**src/rtl/l15_adapter_pkg.sv**
```systemverilog
// shared definitions for the cache to L1.5 adapter
// widths, depths, request and return encodings, packet structs, byte swap

package l15_adapter_pkg;

  //////////////////////////////////////////////////
  // widths and depths
  //////////////////////////////////////////////////

  localparam int unsigned paddr_w         = 40;
  localparam int unsigned l15_way_w       = 2;
  // tid doubles as transaction id so several requests can be in flight
  localparam int unsigned l15_tid_w       = 2;
  localparam int unsigned inv_idx_w       = 16;
  localparam int unsigned req_fifo_depth  = 2;
  localparam int unsigned rtrn_fifo_depth = 2;

  // L1.5 size field, full line for cacheable ifills, 4 bytes for io space
  localparam logic [2:0] l15_size_4b   = 3'b010;
  localparam logic [2:0] l15_size_line = 3'b111;

  //////////////////////////////////////////////////
  // encodings
  //////////////////////////////////////////////////

  typedef enum logic [4:0] {
    l15_load_rq  = 5'b00000,
    l15_store_rq = 5'b00001,
    l15_imiss_rq = 5'b10000
  } l15_rqtype_e;

  typedef enum logic [3:0] {
    l15_load_ret  = 4'b0000,
    l15_ifill_ret = 4'b0001,
    l15_evict_req = 4'b0011,
    l15_st_ack    = 4'b0100
  } l15_rtntype_e;

  typedef enum logic [1:0] {
    dcache_load_req  = 2'b00,
    dcache_store_req = 2'b01
  } dcache_req_e;

  typedef enum logic [1:0] {
    icache_ifill_ack = 2'b00,
    icache_inv_req   = 2'b01
  } icache_rtrn_e;

  typedef enum logic [1:0] {
    dcache_load_ack  = 2'b00,
    dcache_store_ack = 2'b01,
    dcache_inv_req   = 2'b10
  } dcache_rtrn_e;

  //////////////////////////////////////////////////
  // packets
  //////////////////////////////////////////////////

  typedef struct packed {
    logic [inv_idx_w-1:0] idx;
    logic [l15_way_w-1:0] way;
    logic                 vld;
    // all ways of the indexed set
    logic                 all;
  } cache_inv_t;

  typedef struct packed {
    logic                 nc;
    logic [l15_way_w-1:0] way;
    logic [l15_tid_w-1:0] tid;
    logic [paddr_w-1:0]   paddr;
  } icache_req_t;

  typedef struct packed {
    dcache_req_e          rtype;
    logic [2:0]           size;
    logic                 nc;
    logic [l15_way_w-1:0] way;
    logic [l15_tid_w-1:0] tid;
    logic [paddr_w-1:0]   paddr;
    logic [63:0]          data;
  } dcache_req_t;

  typedef struct packed {
    logic                 val;
    l15_rqtype_e          rqtype;
    logic                 nc;
    logic [2:0]           size;
    logic [l15_tid_w-1:0] tid;
    logic [l15_way_w-1:0] way;
    logic [paddr_w-1:0]   address;
    logic [63:0]          data;
  } l15_req_t;

  typedef struct packed {
    logic                 val;
    l15_rtntype_e         returntype;
    logic [l15_tid_w-1:0] tid;
    logic [63:0]          data_0;
    logic [63:0]          data_1;
    logic [63:0]          data_2;
    logic [63:0]          data_3;
    logic [11:0]          inval_address_15_4;
    logic [l15_way_w-1:0] inval_way;
    logic                 inval_icache_inval;
    logic                 inval_icache_all_way;
    logic                 inval_dcache_inval;
    logic                 inval_dcache_all_way;
  } l15_rtrn_t;

  typedef struct packed {
    icache_rtrn_e         rtype;
    logic [l15_tid_w-1:0] tid;
    cache_inv_t           inv;
    logic [255:0]         data;
  } icache_rtrn_t;

  typedef struct packed {
    dcache_rtrn_e         rtype;
    logic [l15_tid_w-1:0] tid;
    cache_inv_t           inv;
    logic [127:0]         data;
  } dcache_rtrn_t;

  // caches are little endian, L1.5 is big endian
  function automatic logic [63:0] swap_bytes64(input logic [63:0] word);
    logic [63:0] swapped;
    for (int b = 0; b < 8; b++) begin
      swapped[8*b +: 8] = word[8*(7-b) +: 8];
    end
    return swapped;
  endfunction

endpackage

```
**src/rtl/l15_fifo.sv**
```systemverilog
// small circular-buffer FIFO with a type parameter
// serves both request queues and the return queue

`timescale 1ns/100ps

module l15_fifo #(
  parameter type         payload_t = logic,
  parameter int unsigned depth     = l15_adapter_pkg::req_fifo_depth
) (
  input  logic     clk_i,
  input  logic     reset_i,
  input  logic     push_i,
  input  payload_t data_i,
  output logic     full_o,
  output logic     empty_o,
  output payload_t data_o,
  input  logic     pop_i
);

  // one pointer bit minimum so depth 1 still elaborates
  localparam int unsigned ptr_w = (depth > 1) ? $clog2(depth) : 1;
  localparam int unsigned cnt_w = $clog2(depth + 1);

  payload_t         mem [depth];
  logic [ptr_w-1:0] wr_ptr_q;
  logic [ptr_w-1:0] rd_ptr_q;
  logic [cnt_w-1:0] cnt_q;

  assign full_o  = (cnt_q == cnt_w'(depth));
  assign empty_o = (cnt_q == '0);
  // head shown without a register stage
  assign data_o  = mem[rd_ptr_q];

  // pointers and fill count
  always_ff @(posedge clk_i) begin
    if (reset_i) begin
      wr_ptr_q <= '0;
      rd_ptr_q <= '0;
      cnt_q    <= '0;
    end else begin
      if (push_i) begin
        wr_ptr_q <= (wr_ptr_q == ptr_w'(depth - 1)) ? '0 : wr_ptr_q + 1'b1;
      end
      if (pop_i) begin
        rd_ptr_q <= (rd_ptr_q == ptr_w'(depth - 1)) ? '0 : rd_ptr_q + 1'b1;
      end
      // simultaneous push and pop leaves the count alone
      if (push_i && !pop_i) begin
        cnt_q <= cnt_q + 1'b1;
      end else if (!push_i && pop_i) begin
        cnt_q <= cnt_q - 1'b1;
      end
    end
  end

  // storage
  always_ff @(posedge clk_i) begin
    if (push_i) begin
      mem[wr_ptr_q] <= data_i;
    end
  end

  // the producer must respect full, the consumer must respect empty
  no_push_full: assert property (@(posedge clk_i) disable iff (reset_i) full_o |-> !push_i)
    else $error("l15_fifo: push while full");
  no_pop_empty: assert property (@(posedge clk_i) disable iff (reset_i) empty_o |-> !pop_i)
    else $error("l15_fifo: pop while empty");

endmodule

```
**src/rtl/l15_req_arbiter.sv**
```systemverilog
// round-robin lock-in arbiter over the icache and dcache request queues
// plus the encoder for the outgoing L1.5 request packet

`timescale 1ns/100ps

module l15_req_arbiter (
  input  logic                          clk_i,
  input  logic                          reset_i,
  input  logic                          icache_vld_i,
  input  l15_adapter_pkg::icache_req_t  icache_req_i,
  input  logic                          dcache_vld_i,
  input  l15_adapter_pkg::dcache_req_t  dcache_req_i,
  input  logic                          l15_ack_i,
  output logic                          icache_pop_o,
  output logic                          dcache_pop_o,
  output l15_adapter_pkg::l15_req_t     l15_req_o
);

  import l15_adapter_pkg::*;

  // index 0 is the icache side, 1 the dcache side
  logic last_q;
  logic lock_q;
  logic lock_idx_q;
  logic grant_idx;
  logic req_vld;

  //////////////////////////////////////////////////
  // grant selection
  //////////////////////////////////////////////////

  assign req_vld = icache_vld_i | dcache_vld_i;

  always_comb begin
    if (lock_q) begin
      // hold the grant until the L1.5 takes it
      grant_idx = lock_idx_q;
    end else if (icache_vld_i && dcache_vld_i) begin
      grant_idx = ~last_q;
    end else begin
      grant_idx = dcache_vld_i;
    end
  end

  always_ff @(posedge clk_i) begin
    if (reset_i) begin
      // so the first contested grant goes to the icache
      last_q     <= 1'b1;
      lock_q     <= 1'b0;
      lock_idx_q <= 1'b0;
    end else if (req_vld) begin
      if (l15_ack_i) begin
        last_q <= grant_idx;
        lock_q <= 1'b0;
      end else begin
        lock_q     <= 1'b1;
        lock_idx_q <= grant_idx;
      end
    end
  end

  // one-cycle pop of the served queue
  assign icache_pop_o = req_vld & l15_ack_i & ~grant_idx;
  assign dcache_pop_o = req_vld & l15_ack_i & grant_idx;

  //////////////////////////////////////////////////
  // packet encoding
  //////////////////////////////////////////////////

  always_comb begin
    l15_req_o.val  = req_vld;
    // store data always comes from the dcache head, swapped to big endian
    l15_req_o.data = swap_bytes64(dcache_req_i.data);
    if (grant_idx) begin
      l15_req_o.nc      = dcache_req_i.nc;
      l15_req_o.size    = dcache_req_i.size;
      l15_req_o.tid     = dcache_req_i.tid;
      l15_req_o.way     = dcache_req_i.way;
      l15_req_o.address = dcache_req_i.paddr;
      if (dcache_req_i.rtype == dcache_store_req) begin
        l15_req_o.rqtype = l15_store_rq;
      end else begin
        l15_req_o.rqtype = l15_load_rq;
      end
    end else begin
      l15_req_o.rqtype  = l15_imiss_rq;
      l15_req_o.nc      = icache_req_i.nc;
      // nc fills go to io space and return 4 bytes only
      l15_req_o.size    = icache_req_i.nc ? l15_size_4b : l15_size_line;
      l15_req_o.tid     = icache_req_i.tid;
      l15_req_o.way     = icache_req_i.way;
      l15_req_o.address = icache_req_i.paddr;
    end
  end

  // an unacknowledged request stays valid with the same winner
  grant_stable: assert property (@(posedge clk_i) disable iff (reset_i)
    (req_vld && !l15_ack_i) |=> (req_vld && grant_idx == $past(grant_idx)))
    else $error("l15_req_arbiter: grant changed before L1.5 ack");

endmodule

```
**src/rtl/l15_rtrn_decoder.sv**
```systemverilog
// decoder for L1.5 return packets
// routes to the caches, maps invalidations and swaps data bytes

`timescale 1ns/100ps

module l15_rtrn_decoder (
  input  logic                          rtrn_vld_i,
  input  l15_adapter_pkg::l15_rtrn_t    rtrn_i,
  output logic                          rtrn_pop_o,
  output logic                          icache_rtrn_vld_o,
  output l15_adapter_pkg::icache_rtrn_t icache_rtrn_o,
  output logic                          dcache_rtrn_vld_o,
  output l15_adapter_pkg::dcache_rtrn_t dcache_rtrn_o
);

  import l15_adapter_pkg::*;

  logic [inv_idx_w-1:0] inv_idx;

  // caches take returns at once, so the head leaves every valid cycle
  assign rtrn_pop_o = rtrn_vld_i;

  //////////////////////////////////////////////////
  // payload mapping
  //////////////////////////////////////////////////

  // L1.5 sends address bits 15..4 only
  assign inv_idx = {rtrn_i.inval_address_15_4, 4'b0000};

  assign icache_rtrn_o.tid      = rtrn_i.tid;
  assign icache_rtrn_o.inv.idx  = inv_idx;
  assign icache_rtrn_o.inv.way  = rtrn_i.inval_way;
  assign icache_rtrn_o.inv.vld  = rtrn_i.inval_icache_inval;
  assign icache_rtrn_o.inv.all  = rtrn_i.inval_icache_all_way;

  assign dcache_rtrn_o.tid      = rtrn_i.tid;
  assign dcache_rtrn_o.inv.idx  = inv_idx;
  assign dcache_rtrn_o.inv.way  = rtrn_i.inval_way;
  assign dcache_rtrn_o.inv.vld  = rtrn_i.inval_dcache_inval;
  assign dcache_rtrn_o.inv.all  = rtrn_i.inval_dcache_all_way;

  // each 64-bit word swapped in place, word order kept
  assign icache_rtrn_o.data = {swap_bytes64(rtrn_i.data_3),
                               swap_bytes64(rtrn_i.data_2),
                               swap_bytes64(rtrn_i.data_1),
                               swap_bytes64(rtrn_i.data_0)};
  // dcache sees only the lower two words
  assign dcache_rtrn_o.data = {swap_bytes64(rtrn_i.data_1),
                               swap_bytes64(rtrn_i.data_0)};

  //////////////////////////////////////////////////
  // type decode and strobes
  //////////////////////////////////////////////////

  always_comb begin
    icache_rtrn_o.rtype = icache_ifill_ack;
    dcache_rtrn_o.rtype = dcache_load_ack;
    icache_rtrn_vld_o   = 1'b0;
    dcache_rtrn_vld_o   = 1'b0;
    if (rtrn_vld_i) begin
      case (rtrn_i.returntype)
        l15_load_ret: begin
          dcache_rtrn_vld_o = 1'b1;
        end
        l15_st_ack: begin
          dcache_rtrn_o.rtype = dcache_store_ack;
          dcache_rtrn_vld_o   = 1'b1;
        end
        l15_ifill_ret: begin
          icache_rtrn_vld_o = 1'b1;
        end
        l15_evict_req: begin
          // strobe only the caches named by the flags
          icache_rtrn_o.rtype = icache_inv_req;
          dcache_rtrn_o.rtype = dcache_inv_req;
          icache_rtrn_vld_o   = rtrn_i.inval_icache_inval | rtrn_i.inval_icache_all_way;
          dcache_rtrn_vld_o   = rtrn_i.inval_dcache_inval | rtrn_i.inval_dcache_all_way;
        end
        default: begin
          // unsupported return types are dropped
        end
      endcase
    end
  end

  // an evict packet with no flag would be lost silently
  always_comb begin
    if (rtrn_vld_i && rtrn_i.returntype == l15_evict_req) begin
      evict_has_flag: assert final (rtrn_i.inval_icache_inval | rtrn_i.inval_icache_all_way |
                                    rtrn_i.inval_dcache_inval | rtrn_i.inval_dcache_all_way)
        else $error("l15_rtrn_decoder: evict packet without invalidation flags");
    end
  end

endmodule

```
**src/rtl/l15_adapter.sv**
```systemverilog
// top level of the cache to L1.5 adapter
// request queues, arbiter, return queue and return decoder

`timescale 1ns/100ps

module l15_adapter (
  input  logic                          clk_i,
  input  logic                          reset_i,
  // icache
  input  logic                          icache_req_i,
  output logic                          icache_ack_o,
  input  l15_adapter_pkg::icache_req_t  icache_data_i,
  output logic                          icache_rtrn_vld_o,
  output l15_adapter_pkg::icache_rtrn_t icache_rtrn_o,
  // dcache
  input  logic                          dcache_req_i,
  output logic                          dcache_ack_o,
  input  l15_adapter_pkg::dcache_req_t  dcache_data_i,
  output logic                          dcache_rtrn_vld_o,
  output l15_adapter_pkg::dcache_rtrn_t dcache_rtrn_o,
  // L1.5
  output l15_adapter_pkg::l15_req_t     l15_req_o,
  output logic                          l15_req_ack_o,
  input  logic                          l15_ack_i,
  input  l15_adapter_pkg::l15_rtrn_t    l15_rtrn_i
);

  import l15_adapter_pkg::*;

  icache_req_t icache_head;
  logic        icache_full;
  logic        icache_empty;
  logic        icache_pop;
  dcache_req_t dcache_head;
  logic        dcache_full;
  logic        dcache_empty;
  logic        dcache_pop;
  l15_rtrn_t   rtrn_head;
  logic        rtrn_full;
  logic        rtrn_empty;
  logic        rtrn_pop;

  //////////////////////////////////////////////////
  // request path
  //////////////////////////////////////////////////

  // same-cycle ack while the queue has room
  assign icache_ack_o = icache_req_i & ~icache_full;
  assign dcache_ack_o = dcache_req_i & ~dcache_full;

  l15_fifo #(.payload_t(icache_req_t), .depth(req_fifo_depth)) i_icache_fifo (
    .clk_i, .reset_i,
    .push_i  (icache_ack_o),
    .data_i  (icache_data_i),
    .full_o  (icache_full),
    .empty_o (icache_empty),
    .data_o  (icache_head),
    .pop_i   (icache_pop)
  );

  l15_fifo #(.payload_t(dcache_req_t), .depth(req_fifo_depth)) i_dcache_fifo (
    .clk_i, .reset_i,
    .push_i  (dcache_ack_o),
    .data_i  (dcache_data_i),
    .full_o  (dcache_full),
    .empty_o (dcache_empty),
    .data_o  (dcache_head),
    .pop_i   (dcache_pop)
  );

  l15_req_arbiter i_arbiter (
    .clk_i, .reset_i,
    .icache_vld_i (~icache_empty),
    .icache_req_i (icache_head),
    .dcache_vld_i (~dcache_empty),
    .dcache_req_i (dcache_head),
    .l15_ack_i,
    .icache_pop_o (icache_pop),
    .dcache_pop_o (dcache_pop),
    .l15_req_o
  );

  //////////////////////////////////////////////////
  // return path
  //////////////////////////////////////////////////

  // take the packet only if it can be buffered
  assign l15_req_ack_o = l15_rtrn_i.val & ~rtrn_full;

  l15_fifo #(.payload_t(l15_rtrn_t), .depth(rtrn_fifo_depth)) i_rtrn_fifo (
    .clk_i, .reset_i,
    .push_i  (l15_req_ack_o),
    .data_i  (l15_rtrn_i),
    .full_o  (rtrn_full),
    .empty_o (rtrn_empty),
    .data_o  (rtrn_head),
    .pop_i   (rtrn_pop)
  );

  l15_rtrn_decoder i_decoder (
    .rtrn_vld_i (~rtrn_empty),
    .rtrn_i     (rtrn_head),
    .rtrn_pop_o (rtrn_pop),
    .icache_rtrn_vld_o,
    .icache_rtrn_o,
    .dcache_rtrn_vld_o,
    .dcache_rtrn_o
  );

endmodule

```
**config.mk**
```make
export PLATFORM = sky130hd
export DESIGN_NAME = l15_adapter
export DESIGN_NICKNAME = d
export VERILOG_FILES = /design/src/rtl/l15_adapter_pkg.sv /design/src/rtl/l15_fifo.sv /design/src/rtl/l15_req_arbiter.sv /design/src/rtl/l15_rtrn_decoder.sv /design/src/rtl/l15_adapter.sv
export SDC_FILE = /design/constraint.sdc
export NUM_CORES = 1
export LEC_CHECK = 0
export ABC_CLOCK_PERIOD_IN_PS = 12960
export BUFFER_PORTS_ARGS = -buffer_cell sky130_fd_sc_hd__buf_2
export CORE_AREA = 2 2 391 393
export DETAILED_ROUTE_END_ITERATION = 6
export DIE_AREA = 0 0 393 395
export SYNTH_ARGS = -nofsm -noshare
export SYNTH_HDL_FRONTEND = slang
export SYNTH_HIERARCHICAL = 1
export SYNTH_SLANG_ARGS = --single-unit
export TNS_END_PERCENT = 10
```
**constraint.sdc**
```tcl
create_clock -name clk_i -period 12.96 [get_ports clk_i]
set_input_delay 0.648 -clock clk_i [delete_from_list [all_inputs] [get_ports clk_i]]
set_output_delay 0.648 -clock clk_i [all_outputs]
set_load 0.01 [all_outputs]
```
==> impl_metrics.yaml, run 1 <==
critical_path:
  worstReg2RegStart: "i_rtrn_fifo/cnt_q[0]"
  end_kind: "primary output"
  cp.arrival_ns: 4.41
  required_ns: 12.31
  path_class: "flop to primary output"
  cp_max_fo: 70
  critPathLaunchType: "flop"
global_route:
  grt_usage: 0.114
  grt_first_pass_wirelength_um: 127000
  first_global_vias: 18400
  antenna_found_initial: 39
  grt_remaining_overflow: 0
  grt_max_degree: 128
placement:
  port_buffers: 987
  hpwl_um: 66600
  place_congestion: 0.805
clock_tree:
  clk_latency_ns: 0.70
  cts-resized-gates: 0
  cts_tree: "built"
  root_buffer: "clkbuf_16"
  clk_pin_slew_ns: 0.06
  numCtsBuffers: 99
  htree_num_levels: 3
  numClockSinks: 896
  cts_buffer_depth: 3
  hold_buffers: 0
  post_cts_buffers: 0
pwr:
  seqPwrFrac: 0.416
  switchingPower_mw: 2.84
  power_frac_clock: 0.292
  leakage_nw: 16.5
  switching_share: 0.305
  peakVddDrop_v: 0.000132
  p_comb_frac: 0.292
  p_int_mw: 6.47
  p_per_area_nw_per_um2: 210
synth:
  synth_area_um2: 37500
  yosys_warnings: 6
  postSynthCellCount: 2022
  avgSynthCellArea_um2: 18.6
hold_path:
  hold_path.class: "primary input to flop"
  min_from: "icache_data_i[29]"
routing:
  vias: 18300
  drt_iter0_markers: 916
  wirelength_um: 93700
  via_per_inst: 3.88
  drtAntennaViolNets: 0
  drcViolationCount: 0
  wl_per_cell_um: 19.9
  first_pass_iters: 5
floorplan:
  fp.dieH_um: 395
  die_w_um: 393
  ios: 1000
  initial_utilization: 0.248
  core-area_um2: 151000
  fp.dieArea_um2: 155000
  rows: 143
sta:
  fin_tns_setup_ns: 0
  setup_viol: 0
  worst_pin_slew_ns: 1.11
  hold_viol: 0
  rsz0062_at_grt: "false"
  whs_ns: 0.133
  timing.final.crit_share: 0.390
  finalMaxSlewViolations: 0
  fmax_mhz: 198
  clock_skew_ns: 0.0150
  period_minus_slack_ns: 5.06
  max-slew-margin-rel: 0.257
status:
  outcome: "completed"
cells_and_area:
  area_growth_pct: 17.9
  drive_above_1_share: 0.605
  final_util: 0.293
  final_nets: 3036
  fillers: 15100
run:
  drv_cap: 0
sequential cells by signal, summed over array words and instances, names as in the netlist, named ones only:
name                    count
i_icache_fifo/cnt_q         2
i_arbiter/last_q            1
i_icache_fifo/mem          90
i_arbiter/lock_q            1
i_icache_fifo/wr_ptr_q      1
i_dcache_fifo/wr_ptr_q      1
i_rtrn_fifo/rd_ptr_q        1
i_dcache_fifo/rd_ptr_q      1
i_dcache_fifo/cnt_q         2
i_icache_fifo/rd_ptr_q      1
i_dcache_fifo/mem         228
i_rtrn_fifo/cnt_q           2
i_arbiter/lock_idx_q        1
i_rtrn_fifo/wr_ptr_q        1
i_rtrn_fifo/mem           560
worst max-delay path: stages, from the launching register on:
cell,delay (ns)
dfxtp_4,0.69
buf_4,0.64
buf_4,0.65
buf_4,0.81
mux2_2,0.51
buf_2,0.18
final timing paths:
path / end / slack [ns] / cells past startpoint
worst max-delay path: icache_rtrn_o[115] / 7.90 / 5
worst min-delay path: i_icache_fifo/mem[1][29] / 0.13 / 1
worst max register to register: i_rtrn_fifo/mem[0][52] / 9.44 / 5
worst min register to register: i_rtrn_fifo/cnt_q[1] / 0.50 / 2
power by group through the flow:
stage	clock [mW]	combinational, mW	sequential, mW
final	2.72	2.72	3.87
after global routing	2.92	2.89	3.91
after CTS	2.81	2.77	3.88
after detailed placement	0	2.76	3.93
after global placement	0	2.76	3.91
after floorplan	0	2.36	3.95
stage by stage:
step                      cells  setup WS, ns  power (mW)  cell area [µm²]
after CTS                  4697          7.78        9.46            44200
after floorplan            2032          4.31        6.31            37600
after global placement     4517          8.59        6.67            41000
final                      4719          7.90        9.31            44300
after detailed placement   4517          8.59        6.69            41000
after global routing       4709          7.64        9.72            44200
cell usage in the layout, fill, tap and decap left out, types with 3 or more instances in the layout:
cell / count
clkbuf_1: 23
edfxtp_1: 878
inv_1: 10
clkinv_4: 4
clkinvlp_4: 5
dfxtp_1: 15
bufinv_16: 6
xor2_1: 6
nor2b_4: 6
inv_6: 4
ha_1: 3
a21oi_1: 4
diode_2: 22
o21ai_0: 7
buf_4: 18
xnor2_1: 6
mux2_4: 150
clkinv_2: 10
mux2_2: 303
nor2_1: 24
clkinv_1: 21
clkbuf_16: 101
mux2_1: 31
buf_2: 987
or3_1: 3
conb_1: 12
final cells by class:
| cell class | count | area, µm² | area share |
|---|---|---|---|
| Clock inverter | 56 | 536 | 0.0121 |
| Sequential cell | 896 | 26700 | 0.604 |
| Antenna cell | 22 | 55.1 | 0.00124 |
| Inverter | 10 | 37.5 | 0.000848 |
| Multi-Input combinational cell | 574 | 6620 | 0.150 |
| Tap cell | 2030 | 2540 | 0.0574 |
| Timing Repair Buffer | 1007 | 5110 | 0.116 |
| Clock buffer | 124 | 2610 | 0.0591 |
per-layer routing:
layer | wire, µm | part of all wire | up-vias | global-route usage
met4 | 2570 | 0.027 | 20 | 0.0465
met5 | 128 | 0.0014 | - | 0
met3 | 8020 | 0.086 | 149 | 0.0385
met1 | 36800 | 0.39 | 9259 | 0.134
met2 | 46200 | 0.49 | 697 | 0.191
li1 | - | - | 8200 | -
(Power assumes the default switching activity.)
==> inputs of run 2 (changes only) <==
--- a/config.mk
+++ b/config.mk
@@ -5,11 +5,11 @@
 export SDC_FILE = /design/constraint.sdc
 export NUM_CORES = 1
 export LEC_CHECK = 0
-export ABC_CLOCK_PERIOD_IN_PS = 12960
+export ABC_CLOCK_PERIOD_IN_PS = 5200
 export BUFFER_PORTS_ARGS = -buffer_cell sky130_fd_sc_hd__buf_2
-export CORE_AREA = 2 2 391 393
+export CORE_AREA = 2 2 394 396
 export DETAILED_ROUTE_END_ITERATION = 6
-export DIE_AREA = 0 0 393 395
+export DIE_AREA = 0 0 396 398
 export SYNTH_ARGS = -nofsm -noshare
 export SYNTH_HDL_FRONTEND = slang
 export SYNTH_HIERARCHICAL = 1
==> constraint.sdc (replaced) <==
create_clock -name clk_i -period 5.2 [get_ports clk_i]
set_input_delay 0.26 -clock clk_i [delete_from_list [all_inputs] [get_ports clk_i]]
set_output_delay 0.26 -clock clk_i [all_outputs]
set_load 0.01 [all_outputs]
==> run 2 against run 1 <==
Effect of this change: combinational power rose to 2.7 times the previous value; critical endpoint is now dcache_rtrn_vld_o; flip-flop and latch count is the same; non-clock buffer count increased by 459; clock-buffer cell count shrank 9; core utilization up 2.5 points; die area rose by 1.5%; largest cell class unchanged; clock skew rose by 0.0094 ns; largest power group unchanged.
==> impl_metrics.yaml, run 2 (same netlist as run 1, synthesis figures left out) <==
routing:
  routed.top_layer: "met5"
  wl_met3_um: 6630
  wl_per_cell_um: 19.1
  drtAntennaViolNets: 0
  via_per_inst: 3.90
  vias: 20100
  wirelength_um: 98700
  wl_met1_um: 39900
  drt_iter0_markers: 1121
  route.met2.wl_um: 48700
  first_pass_iters: 5
  drcViolationCount: 0
critical_path:
  worstReg2RegStart: "i_rtrn_fifo/cnt_q[1]"
  path_common_cell: "o21ai_0"
  crit_family: "compound AO/OA/AOI/OAI gates"
  cp.arrival_ns: 3.67
  end_kind: "primary output"
  cp_max_fo: 33
  cp_num_buf_inv: 2
  path_class: "flop to primary output"
  crit_chain: "buf_4, mux2_2, o21ai_0, o21ai_0, buf_2"
  crit_path_top_delay_cell: "o21ai_0"
  critPathLaunchType: "flop"
  required_ns: 4.94
  cpPeakStageDelay_ns: 1.01
clock_tree:
  post_cts_buffers: 0
  clk_latency_ns: 0.70
  clk_pin_slew_ns: 0.06
  numCtsBuffers: 94
  cts_tree: "built"
  htree_num_levels: 3
  root_buffer: "clkbuf_16"
  numClockSinks: 896
  cts_buffer_depth: 3
  hold_buffers: 443
  cts-resized-gates: 0
placement:
  hpwl_um: 69400
  placed_area_um2: 41300
  dp.cells: 4547
  place_congestion: 0.829
  port_buffers: 987
global_route:
  grt_max_degree: 115
  antenna_found_initial: 26
  grt_usage: 0.118
  grt_remaining_overflow: 0
  first_global_vias: 20800
  grt_first_pass_wirelength_um: 137000
run:
  drv_cap: 0
floorplan:
  ios: 1000
  initial_utilization: 0.245
  die_w_um: 396
  rows: 144
  fp.dieArea_um2: 158000
  core-area_um2: 153000
  fp.dieH_um: 398
cells_and_area:
  biggestRegsByFlops: "i_rtrn_fifo/mem: 560 flops, i_dcache_fifo/mem: 228 flops, i_icache_fifo/mem: 90 flops"
  layout_commonest_cell: "buf_2"
  drive_above_1_share: 0.521
  finalInstanceArea_um2: 48700
  largest_register: "i_rtrn_fifo/mem"
  final_nets: 3490
  area_growth_pct: 29.9
  fillers: 14900
  final_util: 0.318
  largest_reg_flops: 560
  final_cell_mix: "buf_2, edfxtp_1, dlygate4sd3_1, mux2_2, mux2_4"
  instances_no_fill: 5164
pwr:
  switching_share: 0.307
  peakVddDrop_v: 0.000287
  switchingPower_mw: 7.19
  p_int_mw: 16.3
  seqPwrFrac: 0.411
  p_comb_frac: 0.310
  power_mw: 23.4
  p_per_area_nw_per_um2: 481
  leakage_nw: 18.4
  power_frac_clock: 0.279
hold_path:
  min_from: "dcache_req_i"
  hold_path.class: "primary input to flop"
status:
  outcome: "completed"
sta:
  period_minus_slack_ns: 3.93
  whs_ns: 0.105
  hold_viol: 0
  setup_viol: 0
  timing.final.crit_share: 0.757
  worst_pin_slew_ns: 1.30
  fmax_mhz: 254
  finalMaxSlewViolations: 0
  rsz0062_at_grt: "false"
  clock_skew_ns: 0.0244
  max-slew-margin-rel: 0.126
-- run 2: changes by cell type in the layout (fill, tap and decap cells not counted), sizes merged --
cell	previous run	this run
buf	1007	1023
bufinv	6	7
clkbuf	124	115
clkinvlp	5	2
diode	22	8
dlygate4sd3	0	443
inv	17	14
-- run 2: routing by layer --
layer,vias to the layer above,global-route usage
met5,-,0
met4,16,0.0478
met3,187,0.0340
met2,723,0.199
met1,10100,0.142
li1,9085,-
-- run 2: metrics by stage --
stage,setup TNS [ns],setup WS [ns]
floorplan,-154.64,-1.09
CTS,0,1.18
detailed placement,0,1.98
global route,0,1.11
finish,0,1.27
global placement,0,1.98
-- run 2: cell type report --
| type | count | area [µm²] | area share |
|---|---|---|---|
| diodes | 8 | 20.0 | 0.000411 |
| clock buffers | 115 | 2450 | 0.0503 |
| repair buffers | 1466 | 9760 | 0.200 |
| multi-input cells | 574 | 6630 | 0.136 |
| inverters | 10 | 37.5 | 0.000770 |
| well taps | 2044 | 2560 | 0.0525 |
| flip-flops and latches | 896 | 26700 | 0.549 |
| clock inverters | 51 | 551 | 0.0113 |
-- run 2: worst paths after layout --
| path | end | slack [ns] | cells past startpoint |
|---|---|---|---|
| worst max-delay path | dcache_rtrn_vld_o | 1.27 | 5 |
| worst min-delay path | i_dcache_fifo/wr_ptr_q | 0.10 | 4 |
| worst max register to register | i_rtrn_fifo/mem[0][137] | 2.67 | 5 |
| worst min register to register | i_icache_fifo/cnt_q[1] | 0.51 | 2 |
-- run 2: power by group through the flow --
stage	sequential (mW)	combinational, mW	clock [mW]
after floorplan	9.75	5.88	0
after global placement	9.75	7.03	0
after detailed placement	9.81	7.01	0
after CTS	9.66	7.34	6.76
after global routing	9.75	7.69	7.02
final	9.64	7.26	6.54
-- run 2: worst reg2reg max path, stage by stage (launching register included) --
cell and delay, ns:
dfxtp_2 0.33, nor2b_4 0.13, nor2b_4 0.16, nor2b_4 0.79, buf_12 0.31, buf_12 0.38
